===== src/tracker_pkg.sv =====
// Shared sizes for the tracker where DEPTH must equal 2**INDEX_WIDTH and merge counts saturate
package tracker_pkg;

  // Bits in a lookup tag
  localparam int TAG_WIDTH = 8;

  // Slots in the tag directory
  localparam int DEPTH = 8;

  // Bits needed to name one slot
  localparam int INDEX_WIDTH = 3;

  // Bits in a per-slot merge counter
  localparam int COUNT_WIDTH = 4;

  // Tag as seen on the lookup port
  typedef logic [TAG_WIDTH-1:0] tag_t;

  // Slot number inside the directory
  typedef logic [INDEX_WIDTH-1:0] index_t;

  // Number of lookups merged into a slot
  typedef logic [COUNT_WIDTH-1:0] count_t;

  // Saturation point of the merge counter, 15 for 4 bits
  localparam count_t COUNT_MAX = '1;

endpackage

===== src/lookup_if.sv =====
// Search is combinational in the same cycle, an allocation lands at the next rising edge
`timescale 1ns/10ps

interface lookup_if;

  // Allocation request toward the directory
  logic               alloc_enable;
  tracker_pkg::tag_t  alloc_tag;

  // Tag searched this cycle
  tracker_pkg::tag_t  search_tag;

  // Search answer, valid in the same cycle
  logic               search_hit;
  tracker_pkg::index_t search_index;

  // Lowest free slot and registered full flag
  tracker_pkg::index_t free_index;
  logic               full;

  // Miss filter side
  modport filter (
    output alloc_enable, alloc_tag, search_tag,
    input  search_hit, search_index, free_index, full
  );

  // Tag directory side
  modport directory (
    input  alloc_enable, alloc_tag, search_tag,
    output search_hit, search_index, free_index, full
  );

endinterface


===== src/fill_retirer.sv =====
// Fills must name an allocated slot; a merge at the same edge is counted before the clear
`timescale 1ns/10ps

module fill_retirer (
  input  logic                clock,
  input  logic                resetn,
  input  logic                merge_strobe,
  input  tracker_pkg::index_t merge_index,
  input  logic                fill_valid,
  input  tracker_pkg::index_t fill_index,
  output logic                evict_enable,
  output tracker_pkg::index_t evict_index,
  output logic                retire_valid,
  output tracker_pkg::index_t retire_index,
  output tracker_pkg::count_t retire_count
);

  // Merge counters per slot
  tracker_pkg::count_t counts      [tracker_pkg::DEPTH];
  tracker_pkg::count_t counts_next [tracker_pkg::DEPTH];

  // Counters after this cycle's merge, saturating at COUNT_MAX
  always_comb begin
    for (int i = 0; i < tracker_pkg::DEPTH; i++) begin
      counts_next[i] = counts[i];
      if (merge_strobe && merge_index == tracker_pkg::index_t'(i)
          && counts[i] != tracker_pkg::COUNT_MAX) begin
        counts_next[i] = counts[i] + 1'b1;
      end
    end
  end

  // Fill frees the slot in the directory at this same edge
  assign evict_enable = fill_valid;
  assign evict_index  = fill_index;

  // Counter update and retirement report
  always_ff @(posedge clock or negedge resetn) begin
    if (!resetn) begin
      for (int i = 0; i < tracker_pkg::DEPTH; i++) begin
        counts[i] <= '0;
      end
      retire_valid <= 1'b0;
      retire_index <= '0;
      retire_count <= '0;
    end else begin
      for (int i = 0; i < tracker_pkg::DEPTH; i++) begin
        // Retired slot starts over empty
        if (fill_valid && fill_index == tracker_pkg::index_t'(i)) begin
          counts[i] <= '0;
        end else begin
          counts[i] <= counts_next[i];
        end
      end
      retire_valid <= fill_valid;
      if (fill_valid) begin
        retire_index <= fill_index;
        retire_count <= counts_next[fill_index];
      end
    end
  end

endmodule


===== src/miss_filter.sv =====
// One outcome per lookup, one cycle later; a full directory rejects new tags and drops them
`timescale 1ns/10ps

module miss_filter (
  input  logic                clock,
  input  logic                resetn,
  input  logic                lookup_valid,
  input  tracker_pkg::tag_t   lookup_tag,
  lookup_if.filter            lu,
  output logic                miss_valid,
  output tracker_pkg::index_t miss_index,
  output logic                merge_valid,
  output tracker_pkg::index_t merge_index,
  output logic                reject_valid,
  output logic                merge_strobe
);

  // Outcome of this cycle's lookup
  logic lookup_hit;
  logic lookup_miss;
  logic lookup_reject;

  // Same tag feeds both the search and a possible allocation
  assign lu.search_tag = lookup_tag;
  assign lu.alloc_tag  = lookup_tag;

  // Classify the lookup against the directory
  assign lookup_hit    = lookup_valid && lu.search_hit;
  assign lookup_miss   = lookup_valid && !lu.search_hit && !lu.full;
  assign lookup_reject = lookup_valid && !lu.search_hit && lu.full;

  // New miss claims the lowest free slot at this edge
  assign lu.alloc_enable = lookup_miss;

  // Hit pulse for the merge counters, same cycle
  assign merge_strobe = lookup_hit;

  // Registered outcome pulses
  always_ff @(posedge clock or negedge resetn) begin
    if (!resetn) begin
      miss_valid   <= 1'b0;
      miss_index   <= '0;
      merge_valid  <= 1'b0;
      merge_index  <= '0;
      reject_valid <= 1'b0;
    end else begin
      miss_valid   <= lookup_miss;
      merge_valid  <= lookup_hit;
      reject_valid <= lookup_reject;
      // Indices only move with their pulse
      if (lookup_miss) begin
        miss_index <= lu.free_index;
      end
      if (lookup_hit) begin
        merge_index <= lu.search_index;
      end
    end
  end

  // Tag allocated at one edge is found by a repeat lookup at the next
  alloc_visible_next: assert property (
    @(posedge clock) disable iff (!resetn)
    ($past(lu.alloc_enable) && lookup_valid && lookup_tag == $past(lookup_tag))
      |-> lu.search_hit
  ) else $error("tag allocated last cycle was not found");

endmodule


===== src/miss_tracker_top.sv =====
// Plain strobes without handshake; outcomes and retirements arrive one cycle after their input
`timescale 1ns/10ps

module miss_tracker_top (
  input  logic                clock,
  input  logic                resetn,
  // Lookup request
  input  logic                lookup_valid,
  input  tracker_pkg::tag_t   lookup_tag,
  // Fill return
  input  logic                fill_valid,
  input  tracker_pkg::index_t fill_index,
  // Lookup outcomes
  output logic                miss_valid,
  output tracker_pkg::index_t miss_index,
  output logic                merge_valid,
  output tracker_pkg::index_t merge_index,
  output logic                reject_valid,
  output logic                full,
  // Retirement report
  output logic                retire_valid,
  output tracker_pkg::index_t retire_index,
  output tracker_pkg::count_t retire_count
);

  // Filter to directory link
  lookup_if lu ();

  // Retirer to directory eviction
  logic                evict_enable;
  tracker_pkg::index_t evict_index;

  // Filter hit pulse toward the counters
  logic                merge_strobe;

  // Directory full flag seen from outside
  assign full = lu.full;

  tag_directory u_tag_directory (
    .clock        (clock),
    .resetn       (resetn),
    .lu           (lu),
    .evict_enable (evict_enable),
    .evict_index  (evict_index)
  );

  miss_filter u_miss_filter (
    .clock        (clock),
    .resetn       (resetn),
    .lookup_valid (lookup_valid),
    .lookup_tag   (lookup_tag),
    .lu           (lu),
    .miss_valid   (miss_valid),
    .miss_index   (miss_index),
    .merge_valid  (merge_valid),
    .merge_index  (merge_index),
    .reject_valid (reject_valid),
    .merge_strobe (merge_strobe)
  );

  // Hit slot comes straight from the search so it lines up with merge_strobe
  fill_retirer u_fill_retirer (
    .clock        (clock),
    .resetn       (resetn),
    .merge_strobe (merge_strobe),
    .merge_index  (lu.search_index),
    .fill_valid   (fill_valid),
    .fill_index   (fill_index),
    .evict_enable (evict_enable),
    .evict_index  (evict_index),
    .retire_valid (retire_valid),
    .retire_index (retire_index),
    .retire_count (retire_count)
  );

endmodule


===== src/tag_directory.sv =====
// Allocation is ignored while full, and evictions must name a valid slot other than free_index
`timescale 1ns/10ps

module tag_directory (
  input  logic                clock,
  input  logic                resetn,
  lookup_if.directory         lu,
  input  logic                evict_enable,
  input  tracker_pkg::index_t evict_index
);

  // Stored tags, meaningful only where the valid bit is set
  tracker_pkg::tag_t tags [tracker_pkg::DEPTH];

  // Occupancy per slot
  logic [tracker_pkg::DEPTH-1:0] valid;
  logic [tracker_pkg::DEPTH-1:0] valid_next;

  // Write strobe for the tag array
  logic alloc_fire;

  // Lowest free slot
  // Scan downward so the lowest index wins without an early exit
  always_comb begin
    lu.free_index = '0;
    for (int i = tracker_pkg::DEPTH - 1; i >= 0; i--) begin
      if (!valid[i]) begin
        lu.free_index = tracker_pkg::index_t'(i);
      end
    end
  end

  // Associative search
  // Lowest matching valid slot is reported
  always_comb begin
    lu.search_hit   = 1'b0;
    lu.search_index = '0;
    for (int i = tracker_pkg::DEPTH - 1; i >= 0; i--) begin
      if (valid[i] && tags[i] == lu.search_tag) begin
        lu.search_hit   = 1'b1;
        lu.search_index = tracker_pkg::index_t'(i);
      end
    end
  end

  // Allocation only goes through with room left
  assign alloc_fire = lu.alloc_enable && !lu.full;

  // Next occupancy after allocation and eviction
  // Both never name the same slot since free_index is never valid
  always_comb begin
    valid_next = valid;
    if (alloc_fire) begin
      valid_next[lu.free_index] = 1'b1;
    end
    if (evict_enable) begin
      valid_next[evict_index] = 1'b0;
    end
  end

  // Valid bits and full flag
  always_ff @(posedge clock or negedge resetn) begin
    if (!resetn) begin
      valid   <= '0;
      lu.full <= 1'b0;
    end else begin
      valid   <= valid_next;
      // Full tracks the slot state after this edge
      lu.full <= &valid_next;
    end
  end

  // Tag storage
  always_ff @(posedge clock) begin
    if (alloc_fire) begin
      tags[lu.free_index] <= lu.alloc_tag;
    end
  end

  // Fill retirer must only evict slots that hold a pending miss
  evict_names_valid_slot: assert property (
    @(posedge clock) disable iff (!resetn)
    evict_enable |-> valid[evict_index]
  ) else $error("eviction of free slot %0d", evict_index);

  // Miss filter must hold off allocation once the directory is full
  no_alloc_when_full: assert property (
    @(posedge clock) disable iff (!resetn)
    lu.alloc_enable |-> !lu.full
  ) else $error("allocation requested while full");

endmodule


===== config.mk =====
export PLATFORM = sky130hd
export DESIGN_NAME = miss_tracker_top
export DESIGN_NICKNAME = d
export VERILOG_FILES = /design/src/tracker_pkg.sv /design/src/lookup_if.sv /design/src/fill_retirer.sv /design/src/miss_filter.sv /design/src/miss_tracker_top.sv /design/src/tag_directory.sv
export SDC_FILE = /design/constraint.sdc
export NUM_CORES = 1
export LEC_CHECK = 0
export BUFFER_PORTS_ARGS = -buffer_cell sky130_fd_sc_hd__clkbuf_2
export CAP_MARGIN = 0
export CORE_MARGIN = 2
export CORE_UTILIZATION = 55
export DETAILED_ROUTE_END_ITERATION = 10
export PLACE_DENSITY = 0.73
export SYNTH_ARGS = -nofsm -noshare
export SYNTH_HDL_FRONTEND = slang
export SYNTH_HIERARCHICAL = 1
export SYNTH_SLANG_ARGS = --single-unit

===== constraint.sdc =====
create_clock -name clock -period 9.35 [get_ports clock]
set_input_delay 0.4675 -clock clock [delete_from_list [all_inputs] [get_ports clock]]
set_output_delay 0.4675 -clock clock [all_outputs]
set_load 0.01 [all_outputs]

# After elaboration in Yosys (flattened, before gate mapping)
# Memory sizes are Yosys's and may differ from the RTL's.
# Index checks and enable logic that the tools add are counted.
[totals]
regBits = 58
mem_count = 1
ram_bits = 64
word_cells = 161
output_inout_bits = 18
input_bits = 15
[mem_list]
columns = ["memory", "depth", "width", "read_ports", "rd_clocked_by_memory_dff", "write_ports", "line", "text"]
rows = [
  ["u_tag_directory.tags", 8, 8, 8, 0, 1, "tag_directory.sv:13", "tracker_pkg::tag_t tags [tracker_pkg::DEPTH];"],
]
[classes]
add_sub_neg = 8
muxes = 51
bitwise_logic = 4
n_reduce_logical = 44
magnitude_cmp = 5
n_eq_ne = 30
[op_table]
columns = ["op", "count"]
rows = [
  ["$mux 4", 18],
  ["$eq 8x8->1", 8],
  ["$mux 3", 16],
  ["$logic_and 1x1->1", 39],
  ["$add 4x1->4 const B", 8],
  ["$ne 4x4->1 const B", 8],
  ["$eq 3x3->1 const B", 8],
  ["$mux 8", 2],
  ["$bmux 4 s3", 1],
  ["$eq 3x2->1 const B", 4],
  ["$mux 1", 12],
  ["$and 8x8->8", 1],
  ["$lt 3x4->1 const B", 2],
  ["$not 8->8", 1],
  ["$or 8x8->8", 1],
  ["$reduce_and 8->1", 1],
  ["$demux 1 s3", 2],
  ["$eq 3x1->1 const B", 2],
  ["$ge 3x1->1 const B", 2],
  ["$logic_not 3->1", 2],
  ["$ge 4x4->1 const B", 1],
  ["$not 3->4", 1],
  ["$logic_not 1->1", 2],
]

# Depth between registers and ports, before layout
# Gate-level depths: netlist (run 1).
[logic_depth]
depth_word = 18
ltp_mapped = 16
depth_no_buf = 13

# Cells and area by module
# Netlist (run 1), hierarchy kept.
[by_module_without_submodules]
columns = ["module", "n_inst", "seq_area_each_um2", "cells_each", "area_per_inst_um2"]
rows = [
  ["tag_directory", 1, 2147.1, 250, 3365.7],
  ["fill_retirer", 1, 1001.0, 259, 2491.1],
  ["miss_filter", 1, 225.2, 35, 449.2],
]

# Worst setup path after synthesis (run 1)
# Ideal clock, no wire load.
[synth_timing]
path_kind = "input port to flip-flop"
startpoint = "in lookup_tag[0]"
endpoint = "mem u_tag_directory/tags[6][0] in the netlist's numbering, enable pin"
path_stages = 13
arrival_time_ns = 3.099
setup_ns = 0.385
required_ns = 8.965
slack_ns = 5.865
n_path_buf = 3
path_cell_list = "buf_4 buf_2 xnor2_1 nand4_1 nor3_1 or2_2 nand3b_1 nor3b_4 and4b_1 buf_6 nor2b_4 nand2_1 nor3b_1"
[synth_between]
elab_chain_len = 16
elab_cells_between_ends = 30
cone_classes = "eq/ne: 8; mux: 10; reduce/logical: 12"
[synth_rtl]
columns = ["item", "line", "text"]
rows = [
  ["start, declared", "miss_tracker_top.sv:9", "input tracker_pkg::tag_t lookup_tag,"],
  ["$eq 8x8->1", "tag_directory.sv:39", "if (valid[i] && tags[i] == lu.search_tag) begin"],
  ["$logic_and 1x1->1", "tag_directory.sv:39", ""],
  ["$mux 1 (7 in series)", "tag_directory.sv:39", ""],
  ["$mux 1 (*)", "tag_directory.sv:39", ""],
  ["named net lu.search_hit", "lookup_if.sv:14", "logic search_hit;"],
  ["$logic_not 1->1 (*)", "miss_filter.sv:29", "assign lookup_miss = lookup_valid && !lu.search_hit && !lu.full;"],
  ["$logic_and 1x1->1 (*) (2 in series)", "miss_filter.sv:29", ""],
  ["named net lu.alloc_enable", "lookup_if.sv:7", "logic alloc_enable;"],
  ["$logic_and 1x1->1 (*)", "tag_directory.sv:47", "assign alloc_fire = lu.alloc_enable && !lu.full;"],
  ["$mux 1 (*)", "tag_directory.sv:75", "if (alloc_fire) begin"],
  ["$mux 1 (not written as such) (*)", "tag_directory.sv:76", "tags[lu.free_index] <= lu.alloc_tag;"],
  ["end, declared", "tag_directory.sv:13", ""],
]
# The timed path passes the listed nets; every way through them passes the cells marked *.

# Final worst setup path (run 1)
[layout_timing]
startpoint = "in lookup_tag[4]"
endpoint = "reg u_fill_retirer.retire_count[3]"
[layout_between]
elab_chain_len = 17
elab_cells_between_ends = 68
cone_classes = "eq/ne: 15; mux: 27; reduce/logical: 26"
[layout_rtl]
columns = ["item", "line", "text"]
rows = [
  ["$eq 8x8->1", "tag_directory.sv:39", ""],
  ["$logic_and 1x1->1", "tag_directory.sv:39", ""],
  ["$mux 3 (7 in series)", "tag_directory.sv:39", ""],
  ["$mux 3 (*)", "tag_directory.sv:39", ""],
  ["named net lu.search_index[1]", "lookup_if.sv:15", "tracker_pkg::index_t search_index;"],
  ["$eq 3x3->1, or another cell as far along", "fill_retirer.sv:26", "if (merge_strobe && merge_index == tracker_pkg::index_t'(i)"],
  ["$logic_and 1x1->1", "fill_retirer.sv:26", ""],
  ["$logic_and 1x1->1", "fill_retirer.sv:27", "&& counts[i] != tracker_pkg::COUNT_MAX) begin"],
  ["$mux 4", "fill_retirer.sv:26", ""],
  ["$bmux 4 s3 (*)", "fill_retirer.sv:58", "retire_count <= counts_next[fill_index];"],
  ["$mux 4 (not written as such) (*) (2 in series)", "fill_retirer.sv:58", ""],
  ["end signal, assigned", "fill_retirer.sv:58", ""],
  ["end, declared", "fill_retirer.sv:15", "output tracker_pkg::count_t retire_count"],
]
# The timed path passes the listed nets; every way through them passes the cells marked *. The select of a mux whose other input is x is not followed.
# A chain may end at the register's enable or synchronous reset.

==> results.md, run 1 <==
- Worst reg2reg startpoint: u_tag_directory/tags[7][4]
- Dpl cells: 679
- Post-CTS Hold Fix Bufs: 0
- Setup crit start: lookup_tag[4]
- DP Worst Slack: 4890 ps
- Vias: 4,396
- Die area: 0.0123 mm^2
- Vias in the first global route: 4,185
- Initial antenna violation count: 0
- Post-DP HPWL: 9.13 mm
- Post-CTS Resized: 0
- Setup TNS: 0 ps
- Inserted Diodes: 0
- Postcts setup bufs: 0
- Commonest cells post-synth: 64 x edfxtp_1, 58 x dfrtp_1, 42 x nor2_1, 42 x xnor2_1, 30 x nand2_1
- Placer Congestion: 0.876
- Max frequency: 238 MHz
- Global-route wire length before repair: 21.8 mm
- Core area: 0.0113 mm^2
- Number of setup violations in the final report: 0
- Synth unique cells: 79
- Sequential-to-total area share from yosys stat: 53.5%
- Critical path peak fanout: 16
- Row count: 39
- Status: finished, final reports clean
- Max_cap viols: 0
- Cell count after synthesis: 544
- Starting density of the core: 55.7%
- Crit path DAT: 4500 ps
- Routed wire length: 13.4 mm
- CTS root buf: clkbuf_16
- Cts bufs inserted: 17
- Reg2reg end: u_fill_retirer/retire_count[3]
- Cell taking the most area after synthesis: edfxtp_1
- Routed met2 length: 5.95 mm
- Crit. End Element: register
- Final Skew: 11.0 ps
- Worst vdd ir: 0.000167 V
- Setup crit end: u_fill_retirer/retire_count[3]
- Post-synth EDFFs: 64
- Final ANT Viol Nets: 0
- Clock sinks: 122
- Power Density: 238 mW/mm^2
- Worst R2R Path Depth: 11
- Die width: 111 um
- Top post-synthesis cells by area: edfxtp_1 30%, dfrtp_1 23%, xnor2_1 5.8%
- IO Pins: 33
- Dpl cell area: 0.00639 mm^2
- CTS max path bufs: 2
- Max layer used: met4
- Buffers on Ports: 32
- Critical Path Start Type: input pin
- Fin area: 0.00704 mm^2
- Share of layout cells above drive strength 1: 16.4%
- Vias per cell: 6.18
- Critical Path RT: 9650 ps
- Fin cells: 711
- Clock slew at reported path FFs: 50 ps
- Final Max Slew Viols: 0
- Hold Crit Class: input pin to asynchronous set/reset pin
- Drt pass-1 iters: 6
- GRT overflow: 0
- Clk_lat worst skew: 420 ps
- Yosys warning total: 6
- Asr flop ratio synth: 47.5%
- RSZ-0062 raised after global routing: false
- Post-DR wirelength/cell: 18.9 um
- Residual DRC: 0
- Least-Margin Pin Slew: 1290 ps
- Iter 0 DRT Violations: 394
- PnR worst setup slack: 5160 ps
- Final cycle utilization of the critical path: 44.8%
- Synth Net Count: 567
- H-tree depth: 4
- CTS tree: built
- Leak Pwr: 0.00282 uW
- Final nets: 578
- Top-area cell type share of the netlist area: 30.5%
- Total GRT Usage: 22.6%
- WL met3: 930 um
- Tmin final: 4190 ps
- Area growth, synth to finish: 11.6%
- Fin. Hold Viols: 0
- Ys flop type: edfxtp_1
- Type of the worst setup path: input pin to register
- Syn_area_per_cell: 11.6 um^2
- Syn Std Cell Area: 0.00631 mm^2
- Reg-to-reg setup timing slack: 5210 ps
- Largest net degree at the start of global routing: 59
- Slew headroom: 13.8%
- Metal-1 WL: 6.32 mm
- Overall power: 1670 uW
- Most frequent cell after synthesis: edfxtp_1
- Yosys reg bits: 122
- Die Y: 111 um
-- through the flow --
step | utilization (%) | hold slack [ps]
detailed placement | 56.5 | 481
CTS | 62.2 | 225
global route | 62.2 | 254
finish | 62.2 | 189
floorplan | - | 172
global placement | 56.5 | 491
-- power by group --
group	switching, uW	internal (uW)	leakage [uW]
Clock	240	474	0.000315
Sequential	55.7	647	0.00134
Combinational	157	99.6	0.00116
Total	453	1220	0.00282
-- layout make-up --
type                       count  area, um^2
fill                         879        4280
sequential                   122        3370
multi-input combinational    368        2620
clock buffer                  18         429
clock inverter                14         220
tap                          143         179
timing repair buffer          34         175
inverter                      12        45.0
-- sequential cells by signal (all words and copies together), names as in the netlist --
signal                       cells
u_fill_retirer/retire_count      4
u_fill_retirer/retire_index      3
u_fill_retirer/counts           32
u_miss_filter/merge_index        3
u_tag_directory/valid            8
u_miss_filter/miss_index         3
u_tag_directory/lu.full          1
u_miss_filter/miss_valid         1
u_miss_filter/reject_valid       1
u_miss_filter/merge_valid        1
u_fill_retirer/retire_valid      1
u_tag_directory/tags            64
-- metal layers --
layer	global-route usage (%)	vias to the layer above
met3	5.52	19
met5	0	-
met4	8.89	0
met1	32.4	2158
met2	33.4	196
li1	-	2023
-- worst max-delay path, cell delays in order --
cell	delay, ps
clkbuf_2	270
xor2_1	240
nor4_1	480
nand4_1	170
nand2b_1	120
nand3_1	80
a21oi_1	1010
or4bb_1	490
o311ai_0	370
o311ai_1	230
a211o_1	340
a41o_1	200
-- cell usage in the layout (no fill, tap or decap), types with 7 or more instances in the layout --
| cell | netlist | routed |
|---|---|---|
| edfxtp_1 | 64 | 64 |
| dfrtp_1 | 58 | 58 |
| nor2_1 | 42 | 42 |
| xnor2_1 | 42 | 42 |
| clkbuf_2 | 0 | 32 |
| nand2_1 | 30 | 30 |
| xor2_1 | 27 | 27 |
| nor3_1 | 25 | 25 |
| a21oi_1 | 18 | 18 |
| nand3_1 | 18 | 18 |
| clkbuf_16 | 0 | 17 |
| o21ai_0 | 13 | 13 |
| inv_1 | 12 | 12 |
| nand4_1 | 12 | 12 |
| ha_1 | 8 | 8 |
| nand2b_1 | 7 | 7 |
| mux2i_1 | 7 | 7 |
| mux2_2 | 7 | 7 |
-- kinds of logic after synthesis --
group | synth area share (%)
compound gates | 9.70
mux | 2.72
fa+ha+maj | 1.77
xor+xnor | 9.58
flops | 53.5
simple gates | 17.8
buf+inv | 4.98
-- worst min-delay path by stage --
stage                                               from                              to  slack [ps]  cells after the start
after floorplan                                   resetn        u_fill_retirer/counts[0]         170                      0
after global placement    u_fill_retirer/retire_count[2]  u_fill_retirer/retire_count[2]         490                      1
after detailed placement  u_fill_retirer/retire_count[2]  u_fill_retirer/retire_count[2]         480                      1
after CTS                                         resetn        u_miss_filter/miss_valid         230                      2
after global routing                              resetn        u_miss_filter/miss_valid         250                      2
final                                             resetn     u_miss_filter/miss_index[2]         190                      2
Power figures use the tool's default switching activity.
==> run 2, diff against run 1 <==
==> constraint.sdc (replaced) <==
create_clock -name clock -period 4.1 [get_ports clock]
set_input_delay 0.205 -clock clock [delete_from_list [all_inputs] [get_ports clock]]
set_output_delay 0.205 -clock clock [all_outputs]
set_load 0.01 [all_outputs]
==> run 2 against run 1 <==
Effect of this change: global-route usage rose by 1.9 points; via count increased by 2.0%; clock skew is 2.0 ps lower; register-to-register slack lost 4900 ps; first-iteration DRC count decreased by 8.4%; sequential share of layout area down 1.1 points; hold slack worse by 91 ps; critical path depth is 1 higher.
==> results.md, run 2 (synthesis gave the netlist of run 1 again) <==
- Starting density of the core: 55.7% (unchanged)
- Clock sinks: 122 (unchanged)
- Clock slew at reported path FFs: 60 ps (was 50 ps)
- Internal Power: 2930 uW (was 1220 uW)
- Hold Crit Class: input pin to register (was input pin to asynchronous set/reset pin)
- Final Max Slew Viols: 0 (unchanged)
- Sw frac: 26.3% (was 27.1%)
- Cts bufs inserted: 17 (unchanged)
- Largest net degree at the start of global routing: 59 (unchanged)
- Global-route wire length before repair: 23.3 mm (was 21.8 mm)
- Core area: 0.0113 mm^2 (unchanged)
- IO Pins: 33 (unchanged)
- Buffers on Ports: 32 (unchanged)
- Placer Congestion: 0.872 (was 0.876)
- Share of layout cells above drive strength 1: 18.7% (was 16.4%)
- Type of the worst setup path: register to register (was input pin to register)
- Worst vdd ir: 0.000444 V (was 0.000167 V)
- Commonest non-fill, non-tap cell in the layout: edfxtp_1 (unchanged)
- Number of setup violations in the final report: 0 (unchanged)
- Residual DRC: 0 (unchanged)
- Postcts setup bufs: 0 (unchanged)
- H-tree depth: 4 (unchanged)
- Switching power: 1040 uW (was 453 uW)
- CTS max path bufs: 2 (unchanged)
- Final ANT Viol Nets: 0 (unchanged)
- Tmin final: 3760 ps
- Clk_lat worst skew: 420 ps (about the same)
- Area growth, synth to finish: 14.4% (was 11.6%)
- Initial antenna violation count: 0 (unchanged)
- Critical Path RT: 4410 ps (was 9650 ps)
- Post-DP HPWL: 9.64 mm (was 9.13 mm)
- Combinational Power Share: 15.6% (was 15.3%)
- GRT overflow: 0 (unchanged)
- Setup TNS: 0 ps (unchanged)
- Slew headroom: 50.0% (was 13.8%)
- Register share of total power: 40.4% (was 42.0%)
- Final cycle utilization of the critical path: 91.7%
- Routed wire length: 14.1 mm (was 13.4 mm)
- Critical path peak fanout: 11 (was 16)
- Vias in the first global route: 4,303 (was 4,185)
- Drt pass-1 iters: 8 (was 6)
- Leak Pwr: 0.00290 uW (was 0.00282 uW)
- Max_cap viols: 0 (unchanged)
- CTS tree: built (unchanged)
- Die width: 111 um (unchanged)
- Vias per cell: 6.17 (was 6.18)
- Die Y: 111 um (unchanged)
- Critical Path Start Type: register (was input pin)
- Max frequency: 266 MHz
- Top Registers: u_tag_directory/tags x64, u_fill_retirer/counts x32, u_tag_directory/valid x8 (unchanged)
- Post-DR wirelength/cell: 19.3 um (was 18.9 um)
- Most frequent cells in the layout: 64 x edfxtp_1, 58 x dfrtp_1, 42 x nor2_1, 42 x xnor2_1, 32 x clkbuf_2 (unchanged)
- Overall power: 3970 uW (was 1670 uW)
- Total GRT Usage: 24.5% (was 22.6%)
- Largest register by flop count: u_tag_directory/tags (unchanged)
- Final Skew: 8.94 ps (was 11.0 ps)
- Fin. Hold Viols: 0 (unchanged)
- Crit. End Element: register (unchanged)
- Status: finished, final reports clean (unchanged)
- Least-Margin Pin Slew: 751 ps (was 1290 ps)
- Crit path DAT: 4070 ps (was 4500 ps)
- RSZ-0062 raised after global routing: false (unchanged)
- Iter 0 DRT Violations: 361 (was 394)
- Clock Power Share: 44.1% (was 42.7%)
- Vias: 4,484 (was 4,396)
- Final nets: 594 (was 578)
- Power Density: 550 mW/mm^2 (was 238 mW/mm^2)
- Max reg flops: 64 (unchanged)
- CTS root buf: clkbuf_16 (unchanged)
- Row count: 39 (unchanged)
- Die area: 0.0123 mm^2 (unchanged)
- Inserted Diodes: 0 (unchanged)
-- run 2: cell type report --
type	instances	area (um^2)
Fill cell	872	4110
Sequential cell	122	3370
Multi-Input combinational cell	368	2620
Clock buffer	17	425
Timing Repair Buffer	50	298
Clock inverter	15	273
Tap cell	143	179
Inverter	12	45.0
-- run 2: final timing paths --
path                                                 from                             end  slack (ps)  cells after the start
max                            u_tag_directory/tags[7][2]  u_fill_retirer/retire_count[3]         340                     13
min                                         lookup_tag[3]      u_tag_directory/tags[2][3]         100                      1
max reg2reg                    u_tag_directory/tags[7][2]  u_fill_retirer/retire_count[3]         340                     13
min reg2reg                u_fill_retirer/retire_count[2]  u_fill_retirer/retire_count[2]         500                      1
max in group asynchronous                          resetn       u_fill_retirer/counts[18]        3110                      3
min in group asynchronous                          resetn     u_miss_filter/miss_index[2]         470                      3
-- run 2: routing by layer --
layer	routed length, um	vias to the layer above	track usage, %
met2	6070	168	33.5
met1	6710	2242	36.7
li1	-	2048	-
met3	917	26	6.67
met5	0	-	0
met4	360	0	10.8
-- run 2: through the flow --
| stage | std cells | area [um^2] | hold WS [ps] | utilization, % | worst slack, ps |
|---|---|---|---|---|---|
| after floorplan | 544 | 6310 | -90.6 | - | 878 |
| after global placement | 694 | 6500 | 389 | 57.4 | 261 |
| after detailed placement | 694 | 6500 | 408 | 57.4 | 220 |
| after CTS | 727 | 7210 | 95.5 | 63.7 | 407 |
| after global routing | 727 | 7210 | 98.0 | 63.7 | 61.3 |
| final | 727 | 7210 | 98.4 | 63.7 | 339 |
-- run 2: timing repair --
action / 4_1_cts / 5_1_grt
hold buffers: 1 / 0
hold endpoints to repair: 58 / 0
resized for setup: 0 / 0
-- run 2: power groups by stage --
| stage | sequential, uW | combinational [uW] | clock, uW |
|---|---|---|---|
| after floorplan | 1580 | 467 | 0 |
| after global placement | 1620 | 597 | 0 |
| after detailed placement | 1620 | 609 | 0 |
| after CTS | 1600 | 614 | 1780 |
| after global routing | 1620 | 673 | 1830 |
| final | 1600 | 617 | 1750 |
-- run 2: worst max-delay path, cell delays in order (launching register included) --
cell      delay [ps]
edfxtp_1         390
xor2_1           160
nor4_1           430
nand4_1          190
nand2b_1         140
nor2_1            70
nand3b_1         190
nand2_1          170
inv_1            270
or4bb_1          530
o311ai_0         350
o311ai_1         200
a211o_1          330
a41o_1           200
